$ cat src/ram_pkg.sv
// Shared types, sizes and helper function for the credit FIFO and its RAM.
// Files refer to these by scoped names only.
package ram_pkg;

    // ------------------------------------------------------------------------
    // RAM configuration
    // ------------------------------------------------------------------------

    // Read latency against clock rate
    typedef enum logic {
        OPT_MODE_LATENCY,
        OPT_MODE_TIMING
    } opt_mode_t;

    // Extra read-data stages behind the registered read
    function automatic int get_uram_rd_pipeline_stages(
        input int        addr_wid,
        input opt_mode_t mode
    );
        if (mode == OPT_MODE_LATENCY) begin
            return 0;
        end
        // Deeper arrays cascade more blocks and need a second stage
        if (addr_wid <= 12) begin
            return 1;
        end
        return 2;
    endfunction

    // ------------------------------------------------------------------------
    // FIFO sizing
    // ------------------------------------------------------------------------

    localparam int FIFO_ADDR_WID = 6;
    localparam int FIFO_DEPTH = 2 ** FIFO_ADDR_WID;
    localparam opt_mode_t FIFO_OPT_MODE = OPT_MODE_TIMING;
    localparam int FIFO_RD_LATENCY =
        1 + get_uram_rd_pipeline_stages(FIFO_ADDR_WID, FIFO_OPT_MODE);

    // Receiver credits held after reset
    localparam int RX_CREDITS = 4;
    localparam int RX_CREDIT_WID = $clog2(RX_CREDITS + 1);

    // ------------------------------------------------------------------------
    // Payload
    // ------------------------------------------------------------------------

    typedef struct packed {
        logic [31:0] data;
        logic        last;
    } fifo_entry_t;

    localparam int FIFO_ENTRY_WID = $bits(fifo_entry_t);

endpackage : ram_pkg

$ cat src/credit_fifo_wr.sv
// Write side of the credit FIFO that takes upstream entries into the RAM.
// Space is guaranteed by the upstream credit loop, so there is no full check.
module credit_fifo_wr (
    input  logic                                clk,
    input  logic                                wr_srst,

    // Upstream
    input  logic                                in_valid,
    input  ram_pkg::fifo_entry_t                in_entry,

    // RAM write port
    output logic                                wr_en,
    output logic                                wr_req,
    output logic [ram_pkg::FIFO_ADDR_WID-1:0]   wr_addr,
    output logic [ram_pkg::FIFO_ENTRY_WID-1:0]  wr_data,

    // To read control, with wrap bit
    output logic [ram_pkg::FIFO_ADDR_WID:0]     wr_ptr
);

    // ------------------------------------------------------------------------
    // Write pointer
    // ------------------------------------------------------------------------

    // Wraps through twice the depth; top bit tells full from empty
    always_ff @(posedge clk) begin
        if (wr_srst) begin
            wr_ptr <= '0;
        end else if (in_valid) begin
            wr_ptr <= wr_ptr + 1'b1;
        end
    end

    // ------------------------------------------------------------------------
    // RAM write port
    // ------------------------------------------------------------------------

    // Port always enabled and each accepted entry is one request
    assign wr_en   = 1'b1;
    assign wr_req  = in_valid;
    assign wr_addr = wr_ptr[ram_pkg::FIFO_ADDR_WID-1:0];
    assign wr_data = in_entry;

endmodule : credit_fifo_wr

$ cat config.mk
export PLATFORM = sky130hd
export DESIGN_NAME = credit_fifo_wr
export DESIGN_NICKNAME = d
export VERILOG_FILES = /design/src/ram_pkg.sv /design/src/credit_fifo_wr.sv
export SDC_FILE = /design/constraint.sdc
export NUM_CORES = 1
export LEC_CHECK = 0
export BUFFER_PORTS_ARGS = -buffer_cell sky130_fd_sc_hd__buf_2
export CAP_MARGIN = 20
export CORE_MARGIN = 3
export CORE_UTILIZATION = 29
export DETAILED_ROUTE_END_ITERATION = 10
export PLACE_DENSITY = 0.78
export SKIP_LAST_GASP = 1
export SLEW_MARGIN = 25
export SYNTH_ARGS = -nofsm -noshare
export SYNTH_HDL_FRONTEND = slang
export SYNTH_SLANG_ARGS = --single-unit
$ cat constraint.sdc
create_clock -name clk -period 1.4 [get_ports clk]
set_clock_uncertainty 0.1 [all_clocks]
set_input_delay 0.14 -clock clk [delete_from_list [all_inputs] [get_ports clk]]
set_output_delay 0.14 -clock clk [all_outputs]
set_load 0.02 [all_outputs]
## Yosys cells after proc, flatten, opt, wreduce, memory -nomap -nowiden

Cells that the tools add are included.

| storage, ports and cells | value |
|---|---|
| logic and storage cells | 2 |
| flip-flop bits (word level) | 7 |
| input bits | 36 |

| operators by class | value |
|---|---|
| add/subtract/negate cells | 1 |

Operators with widths:

| operator | count |
|---|---|
| $add 7x1->7 const B | 1 |

## Logic depth before layout (Yosys ltp)

| depth | value |
|---|---|
| depth after elaboration | 1 |
| depth in mapped cells | 4 |
| depth with buffers taken out | 4 |

## Worst setup path before layout

No wires, ideal clock.

| timing path | value |
|---|---|
| kind | register -> register |
| from | register wr_ptr[0] (netlist name) |
| to | register wr_ptr[6] (netlist name) |
| slack | -0.087 ns |
| path buffers | 0 |
| setup time | 0.070 ns |
| arrival time | 1.317 ns |
| cell stages (with the launch flop) | 5 |
| cells stage by stage | dfxtp_1 -> ha_1 -> nand4_1 -> or3_1 -> a21oi_1 |

| between the ends | value |
|---|---|
| word-level cells in the longest chain between the ends | 1 |

Ends and longest elaborated chain:

| what | RTL line | text |
|---|---|---|
| from (decl) | credit_fifo_wr.sv:18 | `output logic [ram_pkg::FIFO_ADDR_WID:0] wr_ptr` |
| from (signal assigned) | credit_fifo_wr.sv:30 | `wr_ptr <= wr_ptr + 1'b1;` |
| $add 7x1->7 | credit_fifo_wr.sv:30 |  |

Every way passes these cells.
A chain may end at the register's enable or synchronous reset.

## Final worst setup path

Ends and elaborated chain as after synthesis.

==> impl_metrics.ini <==
[timing]
timing.fmax_mhz = 770
hold_viol = 0
fin_crit_ns = 1.30
setup_tns_ns = 0
period_share_pct = 92.8
rsz0062_at_grt = false
finalSetupViolations = 0
slew_violations = 0

[die]
die_width_um = 50.9
core_um2 = 1820
io_pins = 84
fp.dieH_um = 50.9
num_rows = 15
start_util_pct = 32.1
design.die.area_um2 = 2590

[setup_path]
crit_type = flip-flop to flip-flop
crit_buf_inv = 0
crit_required_ns = 1.49
start_kind = flip-flop
ff2ff_path_depth = 4
cp_top_family = simple AND/OR/NAND/NOR gates
worstPathMaxFanout = 5
cp_cell_sequence = ha_2 -> nand4_1 -> or3_1 -> a21oi_1
worstSetupEndpointType = flip-flop
critical_path_depth = 4
cpPeakStageDelay_ns = 0.36
slowest_stage = dfxtp_4
critical_path_arrival_ns = 1.39

[global_routing]
grt_use_total_pct = 7.68
grt_remaining_overflow = 0
grt_pass1_vias = 311
antenna_found_initial = 0
grt_max_degree = 8
grt_pass1_wl_um = 1420

[routing]
wl_per_cell_um = 11.4
ant_nets = 0
vias_per_cell = 4.23
drtIter0Drc = 7
firstDrtPassIters = 4
routed_wl_um = 891
vias = 330
drc = 0

[power_and_ir_drop]
power_density_nw_per_um2 = 1010
p_leak_nw = 0.213
ir_drop_v = 0.000436

[cells_and_area]
drive_gt1_share_pct = 47.2
regMostFlops = wr_ptr
final_nets = 91
design_area_um2 = 447
top_regs = wr_ptr: 7 flops
largest_reg_flops = 7
antenna_cells = 0
syn_to_final_growth_pct = -23.6

[clocking]
htreeDepth = 1
cts_num_sinks = 7
clk_latency_ns = 0.25
cts.path.max_buffers = 2
numCtsBuffers = 3
path_clk_slew_ns = 0.05
cts_root_buffer = clkbuf_4
cts_tree = done

[yosys]
syn_inst = 71
synth_warnings = 0
synth_top_area_cell = buf_4
synth.yosys.seq_area_share_pct = 24.0
synth_top_area_share_pct = 52.7
syn_area_um2 = 584
synth_nets = 108
synthTopCellsByArea = buf_4 53%, dfxtp_1 24%, xor2_1 4.5%
synth.distinct_cells = 13
synth.avg_cell_area_um2 = 8.23
ys_ff_latch = 7

[min_path]
min_path_type = primary input to flip-flop
hold_depth = 2

[placed_design]
gp_congestion = 0.679
placed_area_um2 = 398
place.port_buffers = 16
hpwl_um = 653

[run]
maxCapViolations = 0

[status]
status = completed
[worst reg2reg max path, cell delays in order (launching register included)]
cell     delay [ns]
dfxtp_4        0.36
ha_2           0.18
nand4_1        0.13
or3_1          0.33
a21oi_1        0.13
[cells by family (layout without fill, tap and decap cells)]
logic type	Yosys count	after routing	share of synthesized area, %
DFF	7	7	24.0
AOI/OAI and AO/OA	4	4	3.43
buffers and inverters	41	23	52.7
and+or+nand+nor	12	12	9.42
adders and majority gates	1	1	2.14
other	1	1	0.642
xor gates and xnor gates	4	4	6.00
muxes	1	1	1.71
[timing repair]
action                                 in CTS  in global routing
gates resized for setup                     0                  3
hold buffers                                0                  0
buffers inserted                            0                  2
setup endpoints to repair                   0                  1
endpoints found under the hold margin       0                  0
[layer usage]
layer / vias up / wire length, µm / global-route usage, %
met5: - / 0 / 0
met2: 25 / 358 / 8.91
met3: 2 / 166 / 7.29
met4: 0 / 4 / 4.93
li1: 146 / - / -
met1: 157 / 362 / 8.57
[synthesized netlist by cell type]
library cell,count
nor2_1,5
nand4_1,2
xnor2_1,1
ha_1,1
or3_1,2
dfxtp_1,7
a21oi_1,2
nand2_1,3
buf_4,41
xor2_1,3
o21ai_0,2
conb_1,1
mux2i_1,1
[cell usage in the layout, fill, tap and decap left out]
| cell | instances |
|---|---|
| buf_2 | 16 |
| nor2_1 | 5 |
| dfxtp_1 | 5 |
| xor2_1 | 3 |
| nand2_1 | 3 |
| clkbuf_4 | 3 |
| buf_4 | 3 |
| nand4_1 | 2 |
| o21ai_0 | 2 |
| or3_1 | 2 |
| a21oi_1 | 2 |
| dfxtp_4 | 2 |
| mux2i_1 | 1 |
| xnor2_1 | 1 |
| ha_2 | 1 |
| conb_1 | 1 |
| clkbuf_1 | 1 |
[stage by stage]
stage | hold slack [ns] | total power [W] | setup WS (ns) | util (%) | std cells
2_1_floorplan | 0.105 | 0.000401 | 0.0271 | - | 71
3_3_place_gp | 0.180 | 0.000274 | 0.0973 | 21.9 | 72
4_1_cts | 0.0329 | 0.000465 | 0.0267 | 23.3 | 76
6_report | 0.0411 | 0.000453 | 0.101 | 24.5 | 78
3_5_place_dp | 0.180 | 0.000275 | 0.0434 | 21.9 | 72
5_1_grt | 0.0385 | 0.000485 | 0.0208 | 24.5 | 78
[worst paths after layout]
| path | startpoint | slack [ns] | to |
|---|---|---|---|
| worst max-delay path | wr_ptr[0] | 0.10 | wr_ptr[6] |
| worst min-delay path | wr_srst | 0.04 | wr_ptr[0] |
| worst max register to register | wr_ptr[0] | 0.10 | wr_ptr[6] |
| worst min register to register | wr_ptr[6] | 0.41 | wr_ptr[6] |
[report_power, final]
| part | switching, W | internal, W |
|---|---|---|
| combinational | 0.0000362 | 0.0000198 |
| sequential | 0.00000791 | 0.000206 |
| clock | 0.0000745 | 0.000109 |
[final cells by class]
cell class              instances  area (µm²)
clock buffers                   4        26.3
fillers                       219        1370
flip-flops and latches          7         148
repair buffers                 19         103
well taps                      25        31.3
multi-input cells              23         139
Power figures use the tool's default switching activity.
