`config.mk`:
```
export PLATFORM = sky130hd
export DESIGN_NAME = credit_fifo_rd
export DESIGN_NICKNAME = d
export VERILOG_FILES = /design/src/ram_pkg.sv /design/src/credit_fifo_rd.sv
export SDC_FILE = /design/constraint.sdc
export NUM_CORES = 1
export LEC_CHECK = 0
export BUFFER_PORTS_ARGS = -buffer_cell sky130_fd_sc_hd__clkbuf_2
export CORE_MARGIN = 3
export CORE_UTILIZATION = 39
export CTS_CLUSTER_SIZE = 14
export DETAILED_ROUTE_END_ITERATION = 7
export HOLD_SLACK_MARGIN = 0.12
export PLACE_DENSITY = 0.88
export SLEW_MARGIN = 0
export SYNTH_ARGS = -nofsm -noshare
export SYNTH_HDL_FRONTEND = slang
export SYNTH_SLANG_ARGS = --single-unit
export TNS_END_PERCENT = 5
```
`constraint.sdc`:
```
create_clock -name clk -period 3.95 [get_ports clk]
set_input_delay 0.5925 -clock clk [delete_from_list [all_inputs] [get_ports clk]]
set_output_delay 0.5925 -clock clk [all_outputs]
set_load 0.01 [all_outputs]
```
`src/ram_pkg.sv`:
```
// Shared types, sizes and helper function for the credit FIFO and its RAM.
// Files refer to these by scoped names only.
package ram_pkg;

    // ------------------------------------------------------------------------
    // RAM configuration
    // ------------------------------------------------------------------------

    // Read latency against clock rate
    typedef enum logic {
        OPT_MODE_LATENCY,
        OPT_MODE_TIMING
    } opt_mode_t;

    // Extra read-data stages behind the registered read
    function automatic int get_uram_rd_pipeline_stages(
        input int        addr_wid,
        input opt_mode_t mode
    );
        if (mode == OPT_MODE_LATENCY) begin
            return 0;
        end
        // Deeper arrays cascade more blocks and need a second stage
        if (addr_wid <= 12) begin
            return 1;
        end
        return 2;
    endfunction

    // ------------------------------------------------------------------------
    // FIFO sizing
    // ------------------------------------------------------------------------

    localparam int FIFO_ADDR_WID = 6;
    localparam int FIFO_DEPTH = 2 ** FIFO_ADDR_WID;
    localparam opt_mode_t FIFO_OPT_MODE = OPT_MODE_TIMING;
    localparam int FIFO_RD_LATENCY =
        1 + get_uram_rd_pipeline_stages(FIFO_ADDR_WID, FIFO_OPT_MODE);

    // Receiver credits held after reset
    localparam int RX_CREDITS = 4;
    localparam int RX_CREDIT_WID = $clog2(RX_CREDITS + 1);

    // ------------------------------------------------------------------------
    // Payload
    // ------------------------------------------------------------------------

    typedef struct packed {
        logic [31:0] data;
        logic        last;
    } fifo_entry_t;

    localparam int FIFO_ENTRY_WID = $bits(fifo_entry_t);

endpackage : ram_pkg

```
`src/credit_fifo_rd.sv`:
```
// Read side of the credit FIFO that issues RAM reads against receiver credits,
// tracks reads in flight and hands freed slots back upstream.
module credit_fifo_rd (
    input  logic                                clk,
    input  logic                                wr_srst,

    // From write control
    input  logic [ram_pkg::FIFO_ADDR_WID:0]     wr_ptr,

    // Receiver credit return
    input  logic                                credit_in,

    // RAM read port
    output logic                                rd_en,
    output logic [ram_pkg::FIFO_ADDR_WID-1:0]   rd_addr,
    input  logic [ram_pkg::FIFO_ENTRY_WID-1:0]  rd_data,

    // Downstream
    output logic                                out_valid,
    output ram_pkg::fifo_entry_t                out_entry,

    // Upstream credit return
    output logic                                credit_out
);

    logic [ram_pkg::FIFO_ADDR_WID:0]      rd_ptr;
    logic                                 empty;
    logic [ram_pkg::RX_CREDIT_WID-1:0]    rx_cnt;
    logic [ram_pkg::FIFO_RD_LATENCY-1:0]  rd_vld;

    // ------------------------------------------------------------------------
    // Read issue
    // ------------------------------------------------------------------------

    // Same pointer including wrap bit means nothing stored
    assign empty = (wr_ptr == rd_ptr);

    // A read needs data and a receiver slot
    assign rd_en   = !empty && (rx_cnt != '0);
    assign rd_addr = rd_ptr[ram_pkg::FIFO_ADDR_WID-1:0];

    always_ff @(posedge clk) begin
        if (wr_srst) begin
            rd_ptr <= '0;
        end else if (rd_en) begin
            rd_ptr <= rd_ptr + 1'b1;
        end
    end

    // ------------------------------------------------------------------------
    // Receiver credit counter
    // ------------------------------------------------------------------------

    // Spend on issue and refill on credit_in; both at once cancel out
    always_ff @(posedge clk) begin
        if (wr_srst) begin
            rx_cnt <= ram_pkg::RX_CREDIT_WID'(ram_pkg::RX_CREDITS);
        end else begin
            case ({rd_en, credit_in})
                2'b10:   rx_cnt <= rx_cnt - 1'b1;
                2'b01:   rx_cnt <= rx_cnt + 1'b1;
                default: rx_cnt <= rx_cnt;
            endcase
        end
    end

    // ------------------------------------------------------------------------
    // Reads in flight
    // ------------------------------------------------------------------------

    // One bit per RAM latency cycle with the last bit lined up with rd_data
    always_ff @(posedge clk) begin
        if (wr_srst) begin
            rd_vld <= '0;
        end else begin
            rd_vld[0] <= rd_en;
            for (int i = 1; i < ram_pkg::FIFO_RD_LATENCY; i++) begin
                rd_vld[i] <= rd_vld[i-1];
            end
        end
    end

    assign out_valid = rd_vld[ram_pkg::FIFO_RD_LATENCY-1];
    assign out_entry = ram_pkg::fifo_entry_t'(rd_data);

    // ------------------------------------------------------------------------
    // Upstream credit return
    // ------------------------------------------------------------------------

    // Slot is free once its read is issued
    always_ff @(posedge clk) begin
        if (wr_srst) begin
            credit_out <= 1'b0;
        end else begin
            credit_out <= rd_en;
        end
    end

endmodule : credit_fifo_rd

```
======== Word-level counts from Yosys, hierarchy flattened ========
Index checks and enable logic that the tools add are counted.
cells by class
  div/mod/pow operators ................... 0
  bitwise gates (word level) .............. 0
  shift operators ......................... 0
  muxes and demuxes ....................... 1
  $add $sub $neg .......................... 3
  order comparisons ....................... 0
  equality and inequality tests ........... 3
  reduce and logical (&&, ||, !) cells .... 4
  multipliers ............................. 0
operator list
  kind                                                 number
  adder 7 x 1 -> 7 bit, second input constant          1
  equality test 7 bit                                  1
  one-hot mux 3 bit (2 select lines)                   1
  adder 3 x 1 -> 3 bit, second input constant          1
  nonzero test 3 bit                                   1
  subtractor 3 x 1 -> 3 bit, second input constant     1
  equality test 2 x 1 -> 1 bit, second input constant  1
  equality test 2 bit, second input constant           1
  nonzero test 2 bit                                   1
  logical AND 1 bit                                    1
  logical NOT 1 bit                                    1
word-level totals
  ROM bits ................................ 0
  input port bits ......................... 43
  memories ................................ 0
  register bits ........................... 13
  bits in latches ......................... 0
  memory bits (writable) .................. 0

======== Logic depth before layout (Yosys ltp) ========
Gate-level depths: netlist of the first run.
  depth after elaboration ................. 5
  mapped depth ............................ 9

======== Least setup slack after synthesis of the first run ========
OpenSTA, ideal clock, no wires.
  path type ............................... in2reg
  start point ............................. input port wr_ptr[3] (netlist name)
  end point ............................... register rx_cnt[2] (netlist name)
  setup time .............................. 0.132 ns
  required time ........................... 3.818 ns
  arrival ................................. 2.580 ns
  slack ................................... 1.237 ns
  stages on the path ...................... 9
  path buffers ............................ 0
  cells stage by stage .................... xnor2_1 > nand4_2 > o21bai_2 > ha_1 > inv_1 > fa_1 > xor2_1 > o21ai_0 > or3b_2
between the ends
  longest elaborated chain between the ends .. 5
RTL lines
  what                                                                      line                  text
  start: declaration                                                        credit_fifo_rd.sv:8   input logic [ram_pkg::FIFO_ADDR_WID:0] wr_ptr,
  equality test 7 bit *                                                     credit_fifo_rd.sv:36  assign empty = (wr_ptr == rd_ptr);
  logical NOT 1 bit *                                                       credit_fifo_rd.sv:39  assign rd_en = !empty && (rx_cnt != '0);
  logical AND 1 bit *                                                       credit_fifo_rd.sv:39
  equality test 2 x 1 -> 1 bit or equality test 2 bit (tied branches)       credit_fifo_rd.sv:59  case ({rd_en, credit_in})
  one-hot mux 3 bit (2 select lines) or nonzero test 2 bit (tied branches)  --
  end signal: assignment                                                    credit_fifo_rd.sv:60  2'b10: rx_cnt <= rx_cnt - 1'b1;
  end signal: assignment                                                    credit_fifo_rd.sv:61  2'b01: rx_cnt <= rx_cnt + 1'b1;
  end signal: assignment                                                    credit_fifo_rd.sv:62  default: rx_cnt <= rx_cnt;
  end: declaration                                                          credit_fifo_rd.sv:28  logic [ram_pkg::RX_CREDIT_WID-1:0] rx_cnt;
Mark *: on every way between the ends. The rest lies on a longest branch, timed or not.
A chain may end at the register's enable or synchronous reset.

======== Worst setup path in the final report of the first run ========
  start point ............................. register rd_ptr[3] (netlist name)
  end point ............................... register rx_cnt[2] (netlist name)
between the ends
  longest elaborated chain between the ends .. 5
RTL lines
  what                                                                      line                  text
  start: declaration                                                        credit_fifo_rd.sv:26  logic [ram_pkg::FIFO_ADDR_WID:0] rd_ptr;
  start signal: assignment                                                  credit_fifo_rd.sv:46  rd_ptr <= rd_ptr + 1'b1;
  equality test 7 bit *                                                     credit_fifo_rd.sv:36
  logical NOT 1 bit *                                                       credit_fifo_rd.sv:39
  logical AND 1 bit *                                                       credit_fifo_rd.sv:39
  equality test 2 x 1 -> 1 bit or equality test 2 bit (tied branches)       credit_fifo_rd.sv:59
  one-hot mux 3 bit (2 select lines) or nonzero test 2 bit (tied branches)  --
Marked as above.

==> implementation parameters, run 1 <==
Parameter                              Value

Setup path
  Reg2reg path depth ... 9
  Startpoint-to-endpoint class of the critical path ... reg -> reg
  Setup slack of the most critical reg-to-reg path ... 1.21 ns
  Crit path max fanout ... 10
  CP endpoint kind ... flip-flop
  Data required time of the critical path ... about 4.1 ns
  Critical Path Start Type ... flip-flop
  Origin of the critical flop-to-flop path ... rd_ptr[3]
  Worst EP arrival ... a little under 3 ns
  Terminus of the critical flop-to-flop path ... rx_cnt[2]

GRT
  Global-route wire length before repair ... between 2000 and 2500 µm
  Global-route congestion overflow total ... 0
  Pin count of the biggest net entering global routing ... 15
  Number of antenna violations at the first check in global routing ... 0
  GR Util All Layers ... roughly 11%
  Number of global-route vias before repair ... 552

Synth
  Most repeated cell in the gate-level netlist after synthesis ... sky130_fd_sc_hd__buf_4
  XOR/XNOR Fraction of Synth Area ... roughly a tenth
  Post-synth top area share ... about a third
  Top flip-flop cell by instance count after synthesis ... sky130_fd_sc_hd__dfxtp_1
  Post-synthesis mux area share ... between 3 and 4%
  Combinational family with the most area after synthesis ... buffers and inverters
  Fraction of the mapped netlist area in adder cells ... under 10%
  Count of cell types in the netlist ... 29
  Synth Area per Inst ... 8.78 µm²
  Biggest area consumer among synthesized cells ... sky130_fd_sc_hd__buf_4
  Synth Net Count ... between 150 and 200
  Top cells by area in the synthesized netlist ... sky130_fd_sc_hd__buf_4 32%, sky130_fd_sc_hd__dfxtp_1 26%, sky130_fd_sc_hd__xnor2_1 6.6%
  Synthesized-area fraction occupied by ao, oa, aoi and oai cells ... 7.06%
  EDFF count, synth ... 0
  #FFs+latches synth ... 12
  Area fraction in and, or, nand and nor cells after synthesis ... between 10 and 15%
  Share of flip-flops with an asynchronous set or reset after synthesis ... 0%
  Synthesis Warnings ... 0
  Cell area after technology mapping ... 922 µm²
  Sequential cell area fraction in the yosys report ... a little over a quarter
  Number of instances in the synthesized netlist ... around 110
  Most frequent cells after synthesis ... 39 x sky130_fd_sc_hd__buf_4, 12 x sky130_fd_sc_hd__dfxtp_1, 8 x sky130_fd_sc_hd__nor2_1

Route
  Iteration-0 DRC Markers ... 10
  Via count ... between 500 and 600
  WL/cell ... roughly 13 µm
  Final Routed Wirelength ... between 1000 and 1500 µm
  Post-route met1 wirelength ... between 500 and 600 µm
  Met3 wire len ... 191 µm
  Via/cell ratio ... 4.97
  Residual DRC ... 0
  Number of iterations in the first detailed-routing pass ... 2
  Uppermost signal routing layer after detailed routing ... met4
  Wire length on met2 ... 620 µm
  Post-detailed-route count of antenna-violating nets ... 0

CTS
  Longest Clk Path Bufs ... 2
  Post-CTS Resized ... 0
  Root buf cell ... sky130_fd_sc_hd__clkbuf_4
  Worst-Skew Late Latency ... approximately 0.26 ns
  Clock tree from TritonCTS ... done
  H-tree level count ... 1
  Total setup buffers inserted after CTS ... 0
  Clock buffers created by TritonCTS ... 3
  Clock transition at the registers of the reported paths ... around 0.070 ns
  Total of hold buffers inserted after clock tree synthesis ... 0
  Clock sink count ... 12

Cells and area
  Net count reported at finish ... 134
  Final antenna diode count ... 0
  Area delta synth->final ... -16.3%
  Fraction of final layout cells sized beyond drive strength 1 ... between 30 and 40%
  Fill cell total of the finished layout ... between 200 and 250
  Number of cells in the finished layout apart from fillers ... roughly 110

Pwr
  Static Leakage ... between 0.3 and 0.4 nW
  Cell Pwr Density ... ~560 mW/mm²
  Worst IR drop on VDD ... around 170 µV

Hold path
  Worst hold-check path type ... reg -> reg
  Hold path depth ... 1
  Source of the worst hold timing path ... rd_vld[0]
  Endpoint with the worst hold slack ... rd_vld[1]

Timing
  Setup-violating endpoint count in the final report ... 0
  Least setup slack across all paths after layout ... ~1.2 ns
  Final Critical Period ... 2.74 ns
  Total count of max-transition violations in the final report ... 0
  Actual transition at the worst max-transition pin ... 0.457 ns
  RSZ-0062 raised after global routing ... no
  TNS Setup ... 0 ns
  Maximum achievable frequency ... around 0.36 GHz
  Layout Skew ... 0.00791 ns
  Final worst path period share ... between 60% and 70%
  Worst slew margin relative to its limit ... between 60% and 70%
  Final number of hold-violating endpoints ... 0

Die
  Row count ... 16
  Number of placed I/O pins ... 85
  Total die area ... a little under 0.003 mm²
  Std-Cell Core Area ... between 0.002 and 0.0025 mm²
  Overall die height ... between 50 and 60 µm
  Starting density of the core ... between 40% and 50%
  Floorplan die width ... 54.6 µm

Placed design
  Placed instance count ... 110
  Place WS ... between 0.9 and 1 ns
  Gpl congestion ... slightly below 0.8
  HPWL reported at the end of detailed placement ... ~1200 µm
  Port buffer count ... 18

Job
  # Max-Cap Violations ... 0

Status
  Run status ... completed
## worst max-delay path, stage by stage, from the launching register on
cell and delay, ns:
sky130_fd_sc_hd__dfxtp_1 0.44, sky130_fd_sc_hd__xnor2_1 0.16, sky130_fd_sc_hd__nand4_2 0.17, sky130_fd_sc_hd__o21bai_2 0.41
sky130_fd_sc_hd__ha_1 0.28, sky130_fd_sc_hd__inv_1 0.06, sky130_fd_sc_hd__fa_1 0.38, sky130_fd_sc_hd__xor2_1 0.17
sky130_fd_sc_hd__o21ai_0 0.12, sky130_fd_sc_hd__or3b_2 0.44
## cell families after synthesis
logic type | Yosys count
buf+inv | 44
mux | 3
fa+ha+maj | 3
simple gates | 23
xor+xnor | 11
compound gates | 9
flops | 12
## stage by stage
step	utilization, %	total power, mW	instance area (µm²)	hold slack, ns
final	36.7	0.431	772	0.461
after global routing	36.7	0.470	772	0.484
after CTS	36.7	0.439	772	0.463
after detailed placement	35.7	0.366	749	0.451
after global placement	35.7	0.354	749	0.458
after floorplan	-	0.361	922	0.488
## worst max-delay path by stage
stage                   start         to  depth (start not counted)
floorplan           wr_ptr[3]  rx_cnt[2]                          9
global placement    wr_ptr[4]  rx_cnt[2]                         10
detailed placement  wr_ptr[4]  rx_cnt[2]                         10
CTS                 rd_ptr[0]  rx_cnt[2]                          9
global route        rd_ptr[2]  rx_cnt[2]                          9
finish              rd_ptr[3]  rx_cnt[2]                          9
## power by group
part	switching, mW	total [mW]	internal (mW)
Sequential	0.0340	0.185	0.151
Clock	0.0358	0.0709	0.0351
Combinational	0.0906	0.175	0.0844
Total	0.160	0.431	0.271
## sequential cells by signal (all words and copies together) (netlist names)
name / count
rd_ptr: 7
rd_vld: 2
rx_cnt: 3
## layout make-up
type	count	area, µm²	share of cell area, %
tap	27	33.8	4.38
sequential	12	240	31.1
timing repair buffer	18	90.1	11.7
inverter	4	15.0	1.94
multi-input combinational	49	370	48.0
clock buffer	3	22.5	2.92
## cells in the final DEF, fill, tap and decap left out, types with 2 or more instances in the layout
cell type / netlist / routed
sky130_fd_sc_hd__dfxtp_1: 12 / 12
sky130_fd_sc_hd__nand3_1: 2 / 2
sky130_fd_sc_hd__a21oi_1: 2 / 2
sky130_fd_sc_hd__nor3_1: 2 / 2
sky130_fd_sc_hd__clkbuf_2: 0 / 18
sky130_fd_sc_hd__ha_1: 2 / 2
sky130_fd_sc_hd__nor2b_1: 2 / 2
sky130_fd_sc_hd__nor2_2: 2 / 2
sky130_fd_sc_hd__clkbuf_4: 0 / 3
sky130_fd_sc_hd__xor2_1: 4 / 4
sky130_fd_sc_hd__mux2i_1: 2 / 2
sky130_fd_sc_hd__inv_1: 4 / 4
sky130_fd_sc_hd__o21ai_0: 2 / 2
sky130_fd_sc_hd__nor2_1: 8 / 8
sky130_fd_sc_hd__xnor2_1: 7 / 7
## metal layers
| layer | track usage, % | vias to the layer above |
|---|---|---|
| li1 | - | 272 |
| met1 | 10.9 | 244 |
| met2 | 15.7 | 26 |
| met3 | 4.90 | 20 |
| met4 | 13.7 | 0 |
| met5 | 0 | - |
No activity file was read; power rests on OpenSTA's default activity.
==> run 2, diff against run 1 <==
Settings changed: CORE_UTILIZATION 39 to 37, PLACE_DENSITY 0.88 to 0.84.
Clock period 3.95 ns to 2.6 ns, I/O delays scaled along.
==> implementation parameters, run 2 (same netlist as run 1, synthesis figures left out) <==
Parameter                              Value

CTS
  Clock tree from TritonCTS ... done
  Clock buffers created by TritonCTS ... 3 (unchanged)
  H-tree level count ... 1 (unchanged)
  Total setup buffers inserted after CTS ... 0 (unchanged)
  Clock transition at the registers of the reported paths ... 0.08 ns (about the same)
  Worst-Skew Late Latency ... 0.27 ns (about the same)
  Total of hold buffers inserted after clock tree synthesis ... 0 (unchanged)
  Clock sink count ... 12 (unchanged)
  Longest Clk Path Bufs ... 2 (unchanged)
  Root buf cell ... sky130_fd_sc_hd__clkbuf_4

Cells and area
  Register cell area after layout ... 244 µm² (+1.6%)
  Area delta synth->final ... -13.4%
  Fin util ... 34.7% (-2.0 points)
  Flip-flop count of the largest register, all copies and words added ... 7 (unchanged)
  Net count reported at finish ... 135 (+0.75%)
  Final antenna diode count ... 0 (unchanged)
  Fill cell total of the finished layout ... 242 (+8.0%)
  Multi-input logic area ... 370 µm² (unchanged)
  Total non-filler cell area in the finished layout ... 798 µm² (+3.4%)
  Number of cells in the finished layout apart from fillers ... 116 (+2.7%)
  Top flop regs ... rd_ptr (7), rx_cnt (3), rd_vld (2)
  Most used cells in the layout excluding fill and tap cells ... 18 x sky130_fd_sc_hd__clkbuf_2, 9 x sky130_fd_sc_hd__dfxtp_1, 8 x sky130_fd_sc_hd__nor2_1
  Fraction of final layout cells sized beyond drive strength 1 ... 38.6% (+4.9 points)
  Most frequent standard cell in the layout excluding fill and tap cells ... sky130_fd_sc_hd__clkbuf_2
  Register name with the most flops ... rd_ptr

GRT
  Number of global-route vias before repair ... 572 (+3.6%)
  Pin count of the biggest net entering global routing ... 15 (unchanged)
  GR Util All Layers ... 9.98% (-1.2 points)
  Global-route congestion overflow total ... 0 (unchanged)
  Number of antenna violations at the first check in global routing ... 0 (unchanged)
  Global-route wire length before repair ... 2500 µm (+10%)

Timing
  RSZ-0062 raised after global routing ... no
  Worst slew margin relative to its limit ... 75.4% (+5.9 points)
  Actual transition at the worst max-transition pin ... 0.366 ns (-0.0904 ns)
  Final hold slack ... 0.467 ns (+0.00542 ns)
  Setup-violating endpoint count in the final report ... 0 (unchanged)
  Layout Skew ... 0.00631 ns (-0.00160 ns)
  Final worst path period share ... 94.6% (+25 points)
  Least setup slack across all paths after layout ... 0.139 ns (-1.07 ns)
  Final Critical Period ... 2.46 ns (-0.284 ns)
  Total count of max-transition violations in the final report ... 0 (unchanged)
  TNS Setup ... 0 ns (unchanged)
  Final number of hold-violating endpoints ... 0 (unchanged)
  Maximum achievable frequency ... 0.406 GHz (+12%)

Placed design
  Dpl cell area ... 758 µm² (+1.2%)
  Place WS ... 0.0614 ns (-0.868 ns)
  Placed instance count ... 112 (+1.8%)
  HPWL reported at the end of detailed placement ... 1350 µm (+16%)
  Gpl congestion ... 0.810 (+4.7%)
  Port buffer count ... 18 (unchanged)

Die
  Row count ... 17 (+1)
  Overall die height ... 55.9 µm (+2.4%)
  Number of placed I/O pins ... 85 (unchanged)
  Std-Cell Core Area ... 0.00230 mm² (+9.3%)
  Total die area ... 0.00313 mm² (+4.8%)
  Starting density of the core ... 40.1% (-3.7 points)
  Floorplan die width ... 55.9 µm (+2.4%)

Route
  Via count ... 568 (+1.1%)
  Number of iterations in the first detailed-routing pass ... 3 (+1)
  Final Routed Wirelength ... 1660 µm (+14%)
  Iteration-0 DRC Markers ... 5 (-5)
  WL/cell ... 14.3 µm (+11%)
  Post-detailed-route count of antenna-violating nets ... 0 (unchanged)
  Via/cell ratio ... 4.90 (-1.5%)
  Residual DRC ... 0 (unchanged)

Setup path
  Crit path max fanout ... 5 (-5)
  Reg2reg path depth ... 9 (unchanged)
  Critical Path Start Type ... flip-flop
  CP endpoint kind ... flip-flop
  Startpoint-to-endpoint class of the critical path ... reg -> reg
  Critical-path cell with the highest stage delay ... sky130_fd_sc_hd__dfxtp_1
  Terminus of the critical flop-to-flop path ... rx_cnt[2]
  Peak per-stage delay on the critical path ... 0.44 ns (about the same)
  Worst Path Buf+Inv ... 1 (unchanged)
  Setup slack of the most critical reg-to-reg path ... 0.14 ns (-1.07 ns)
  Worst EP arrival ... 2.61 ns (-0.28 ns)
  Data required time of the critical path ... 2.75 ns (-1.35 ns)
  Cell Chain, Critical Path ... xnor2_1, nand3_2, o21bai_2, ha_1, inv_1, fa_1, xor2_1, o21ai_0, or3b_2
  Family of cells with the greatest summed delay on the critical path ... simple AND/OR/NAND/NOR gates
  Origin of the critical flop-to-flop path ... rd_ptr[1]

Pwr
  Static Leakage ... 0.341 nW (+4.2%)
  Cell Pwr Density ... 894 mW/mm² (+60%)
  Worst IR drop on VDD ... 330 µV (+99%)
  Overall Power ... 0.714 mW (+66%)

Hold path
  Hold path depth ... 1 (unchanged)
  Worst hold-check path type ... reg -> reg
  Endpoint with the worst hold slack ... rd_vld[1]
  Source of the worst hold timing path ... rd_vld[0]

Job
  # Max-Cap Violations ... 0 (unchanged)

Status
  Run status ... completed
==> run 2: where the power goes <==
| part | internal, mW | switching, mW |
|---|---|---|
| Combinational | 0.136 | 0.142 |
| Sequential | 0.232 | 0.0566 |
| Clock | 0.0850 | 0.0624 |
==> run 2: layout make-up <==
| class | instances | share of cell area (%) |
|---|---|---|
| Multi-Input combinational cell | 49 | 46.4 |
| Timing Repair Buffer | 19 | 12.2 |
| Tap cell | 28 | 4.39 |
| Sequential cell | 12 | 30.6 |
| Clock buffer | 4 | 4.55 |
| Inverter | 4 | 1.88 |
==> run 2: per-layer routing <==
metal / up-vias / global-route usage, % / routed length (µm)
met5: - / 0 / 0
met4: 0 / 4.41 / 21
met3: 6 / 5.34 / 210
met2: 28 / 16.6 / 789
met1: 259 / 10.4 / 640
li1: 275 / - / -
==> run 2: worst max path at each step <==
| stage | cells past startpoint | end | start | slack, ns |
|---|---|---|---|---|
| 2_1_floorplan | 9 | rx_cnt[2] | rd_ptr[3] | 0.08 |
| 3_5_place_dp | 10 | rx_cnt[2] | wr_ptr[3] | 0.06 |
| 4_1_cts | 9 | rx_cnt[2] | rd_ptr[0] | 0.09 |
| 5_1_grt | 9 | rx_cnt[2] | rd_ptr[4] | 0.02 |
| 3_3_place_gp | 10 | rx_cnt[2] | wr_ptr[3] | 0.19 |
| 6_report | 9 | rx_cnt[2] | rd_ptr[1] | 0.14 |
==> run 2: worst register-to-register path, stage by stage (launching register included) <==
cell,delay [ns]
sky130_fd_sc_hd__dfxtp_1,0.44
sky130_fd_sc_hd__xnor2_1,0.16
sky130_fd_sc_hd__nand3_2,0.14
sky130_fd_sc_hd__o21bai_2,0.19
sky130_fd_sc_hd__ha_1,0.20
sky130_fd_sc_hd__inv_1,0.06
sky130_fd_sc_hd__fa_1,0.38
sky130_fd_sc_hd__xor2_1,0.17
sky130_fd_sc_hd__o21ai_0,0.15
sky130_fd_sc_hd__or3b_2,0.45
==> run 2: repair_timing <==
| action | CTS | global route |
|---|---|---|
| endpoints found under the setup margin | 0 | 1 |
| resized for setup | 0 | 3 |
| endpoints found under the hold margin | 0 | 0 |
==> run 3, diff against run 2 <==
Settings changed: ABC_AREA from default to 1, CORE_UTILIZATION 37 to 39.
==> implementation parameters, run 3 <==
Parameter                              Value

Setup path
  Family of cells with the greatest summed delay on the critical path ... adder cells
  Cell Chain, Critical Path ... inv_1, nand2_1, nand2_1, nor2_1, nand2_1, o21bai_2, ha_1, inv_1, fa_1, nand2_1, nand2_1, nor2_1, inv_1, a21oi_1, o21ai_0
  Critical-path cell with the highest stage delay ... sky130_fd_sc_hd__dfxtp_1
  Peak per-stage delay on the critical path ... 0.46 ns (+0.02 ns)
  Critical Path Start Type ... flip-flop
  Crit path max fanout ... 7 (+2)
  Setup slack of the most critical reg-to-reg path ... 0.36 ns (+0.23 ns)
  Worst Path Buf+Inv ... 3 (+2)
  Most prevalent standard cell on the critical path ... sky130_fd_sc_hd__nand2_1
  Startpoint-to-endpoint class of the critical path ... reg -> reg
  CP endpoint kind ... flip-flop
  Data required time of the critical path ... 2.76 ns (about the same)
  Worst EP arrival ... 2.40 ns (-0.21 ns)

CTS
  Post-CTS Resized ... 0 (unchanged)
  Clock transition at the registers of the reported paths ... 0.08 ns (about the same)
  Clock sink count ... 12 (unchanged)
  Total setup buffers inserted after CTS ... 0 (unchanged)
  Clock buffers created by TritonCTS ... 3 (unchanged)
  Total of hold buffers inserted after clock tree synthesis ... 0 (unchanged)
  Root buf cell ... sky130_fd_sc_hd__clkbuf_4
  Longest Clk Path Bufs ... 2 (unchanged)
  Clock tree from TritonCTS ... done
  Worst-Skew Late Latency ... 0.28 ns (about the same)
  H-tree level count ... 1 (unchanged)

GRT
  Global-route wire length before repair ... 2740 µm (+9.7%)
  Number of antenna violations at the first check in global routing ... 0 (unchanged)
  Global-route congestion overflow total ... 0 (unchanged)
  Number of global-route vias before repair ... 669 (+17%)
  GR Util All Layers ... 10.6% (+0.58 points)
  Pin count of the biggest net entering global routing ... 12 (-3)

Synth
  Synth Area per Inst ... 6.40 µm² (-27%)
  Synthesis Warnings ... 0 (unchanged)
  Synth Net Count ... 209 (+38%)
  Most frequent cells after synthesis ... 39 x sky130_fd_sc_hd__buf_4, 36 x sky130_fd_sc_hd__nand2_1, 23 x sky130_fd_sc_hd__inv_1, 23 x sky130_fd_sc_hd__nor2_1, 12 x sky130_fd_sc_hd__dfxtp_1
  Most repeated cell in the gate-level netlist after synthesis ... sky130_fd_sc_hd__buf_4
  #FFs+latches synth ... 12 (unchanged)
  Post-synth top area share ... 28.1% (-3.7 points)
  EDFF count, synth ... 0 (unchanged)
  Top cells by area in the synthesized netlist ... sky130_fd_sc_hd__buf_4 28%, sky130_fd_sc_hd__dfxtp_1 23%, sky130_fd_sc_hd__nand2_1 13%
  Share of flip-flops with an asynchronous set or reset after synthesis ... 0% (unchanged)
  Sequential cell area fraction in the yosys report ... 23.0% (-3.0 points)
  Biggest area consumer among synthesized cells ... sky130_fd_sc_hd__buf_4
  Count of cell types in the netlist ... 17 (-41%)
  Cell area after technology mapping ... 0.00104 mm² (+13%)
  Number of instances in the synthesized netlist ... 163 (+55%)
  Top flip-flop cell by instance count after synthesis ... sky130_fd_sc_hd__dfxtp_1

Pwr
  Static Leakage ... 0.498 nW (+46%)
  Clk network pwr share ... 21.4% (+0.7 points)
  Seq pwr share ... 38.2% (-2.3 points)
  Sw Pwr ... 0.296 mW (+14%)
  Switching power share of the total ... 40.4% (+3.9 points)
  Worst IR drop on VDD ... 354 µV (+7.1%)
  Overall Power ... 0.733 mW (+2.7%)
  Internal Dissipation ... 0.437 mW (-3.6%)
  Combinational share of power ... 40.5% (+1.7 points)
  Cell Pwr Density ... 811 mW/mm² (-9.3%)

Timing
  Maximum achievable frequency ... 0.447 GHz (+10%)
  Final number of hold-violating endpoints ... 0 (unchanged)
  Final worst path period share ... 86.0% (-8.7 points)
  Layout Skew ... 0.00327 ns (-0.00304 ns)
  TNS Setup ... 0 ns (unchanged)
  RSZ-0062 raised after global routing ... no
  Actual transition at the worst max-transition pin ... 0.338 ns (-0.0284 ns)
  Worst slew margin relative to its limit ... 77.4% (+2.0 points)
  Setup-violating endpoint count in the final report ... 0 (unchanged)
  Total count of max-transition violations in the final report ... 0 (unchanged)
  Final Critical Period ... 2.24 ns (-0.226 ns)

Cells and area
  Most frequent standard cell in the layout excluding fill and tap cells ... sky130_fd_sc_hd__nand2_1
  Most used cells in the layout excluding fill and tap cells ... 36 x sky130_fd_sc_hd__nand2_1, 23 x sky130_fd_sc_hd__nor2_1, 23 x sky130_fd_sc_hd__inv_1
  Area delta synth->final ... -13.4% (about the same)
  Final antenna diode count ... 0 (unchanged)
  Flip-flop count of the largest register, all copies and words added ... 7 (unchanged)
  Register name with the most flops ... rd_ptr
  Fraction of final layout cells sized beyond drive strength 1 ... 17.9% (-21 points)
  Number of cells in the finished layout apart from fillers ... 175 (+51%)
  Top flop regs ... rd_ptr (7), rx_cnt (3), rd_vld (2)
  Net count reported at finish ... 192 (+42%)

Job
  # Max-Cap Violations ... 0 (unchanged)

Route
  Via/cell ratio ... 4.47 (-8.7%)
  Via count ... 782 (+38%)
  Final Routed Wirelength ... 1690 µm (+2.0%)
  WL/cell ... 9.68 µm (-32%)
  Post-detailed-route count of antenna-violating nets ... 0 (unchanged)
  Number of iterations in the first detailed-routing pass ... 4 (+1)
  Residual DRC ... 0 (unchanged)
  Iteration-0 DRC Markers ... 22 (+17)

Placed design
  Gpl congestion ... 0.785 (-3.1%)
  HPWL reported at the end of detailed placement ... 1350 µm (-0.16%)
  Port buffer count ... 18 (unchanged)
  Placed instance count ... 171 (+53%)

Hold path
  Worst hold-check path type ... in -> reg

Die
  Number of placed I/O pins ... 85 (unchanged)
  Overall die height ... 57.7 µm (+3.2%)
  Floorplan die width ... 57.7 µm (+3.2%)
  Row count ... 18 (+1)
  Starting density of the core ... 41.7% (+1.6 points)
  Std-Cell Core Area ... 0.00250 mm² (+8.8%)
  Total die area ... 0.00333 mm² (+6.6%)

Status
  Run status ... completed
-- run 3: cell count changes after synthesis, sizes merged, moves of 2 or more --
cell,delta
nand2,+36
inv,+20
nor2,+15
nand3,+7
xnor2,-6
a21oi,+4
xor2,-3
mux2i,-2
nor2b,-2
nor3,-2
-- run 3: power groups by stage --
stage               combinational, mW  sequential, mW  clock [mW]
detailed placement              0.297           0.285           0
finish                          0.296           0.280       0.156
CTS                             0.300           0.281       0.162
global placement                0.286           0.283           0
floorplan                       0.295           0.276           0
global route                    0.347           0.288       0.166
-- run 3: kinds of logic (layout without fill, tap and decap cells) --
logic type                 after synthesis  after routing  synth area share (%)
xor gates and xnor gates                 2              2                  1.68
adders and majority gates                3              3                  4.32
and+or+nand+nor                         72             72                  27.8
DFF                                     12             12                  23.0
buffers and inverters                   64             46                  37.8
AOI/OAI and AO/OA                       10             10                  5.40
-- run 3: area by class of cell --
| cell class | count | area (µm²) |
|---|---|---|
| multi-input combinational | 87 | 409 |
| sequential | 12 | 240 |
| fill | 272 | 1600 |
| tap | 30 | 37.5 |
| clock buffer | 4 | 36.3 |
| timing repair buffer | 18 | 90.1 |
| inverter | 24 | 90.1 |
-- run 3: worst register-to-register path: stages (launching register included) --
cell	delay (ns)
sky130_fd_sc_hd__dfxtp_1	0.46
sky130_fd_sc_hd__inv_1	0.07
sky130_fd_sc_hd__nand2_1	0.06
sky130_fd_sc_hd__nand2_1	0.07
sky130_fd_sc_hd__nor2_1	0.11
sky130_fd_sc_hd__nand2_1	0.08
sky130_fd_sc_hd__o21bai_2	0.19
sky130_fd_sc_hd__ha_1	0.17
sky130_fd_sc_hd__inv_1	0.07
sky130_fd_sc_hd__fa_1	0.40
sky130_fd_sc_hd__nand2_1	0.08
sky130_fd_sc_hd__nand2_1	0.04
sky130_fd_sc_hd__nor2_1	0.08
sky130_fd_sc_hd__inv_1	0.05
sky130_fd_sc_hd__a21oi_1	0.11
sky130_fd_sc_hd__o21ai_0	0.10
-- run 3: path summary, 6_finish.rpt --
path,end,cells after the start,from
setup / recovery,rx_cnt[2],15,rd_ptr[4]
hold / removal,rd_vld[1],2,wr_srst
setup reg to reg,rx_cnt[2],15,rd_ptr[4]
hold reg to reg,rd_vld[1],2,rd_vld[0]
-- run 3: stage by stage --
stage               setup slack [ns]  util, %  hold slack, ns  instance area, µm²
floorplan                      0.643        -           0.445                1040
finish                         0.365     36.1           0.331                 903
CTS                            0.365     36.1           0.327                 903
global route                  0.0498     36.1           0.344                 903
global placement               0.465     34.7           0.419                 867
detailed placement             0.356     34.7           0.420                 867
-- run 3: metal layers --
metal	share of wire, %	vias to the layer above	global-route usage [%]
li1	-	419	-
met1	43	340	11.2
met2	47	19	18.4
met3	9.6	4	4.45
met4	0.71	0	4.30
met5	0	-	0
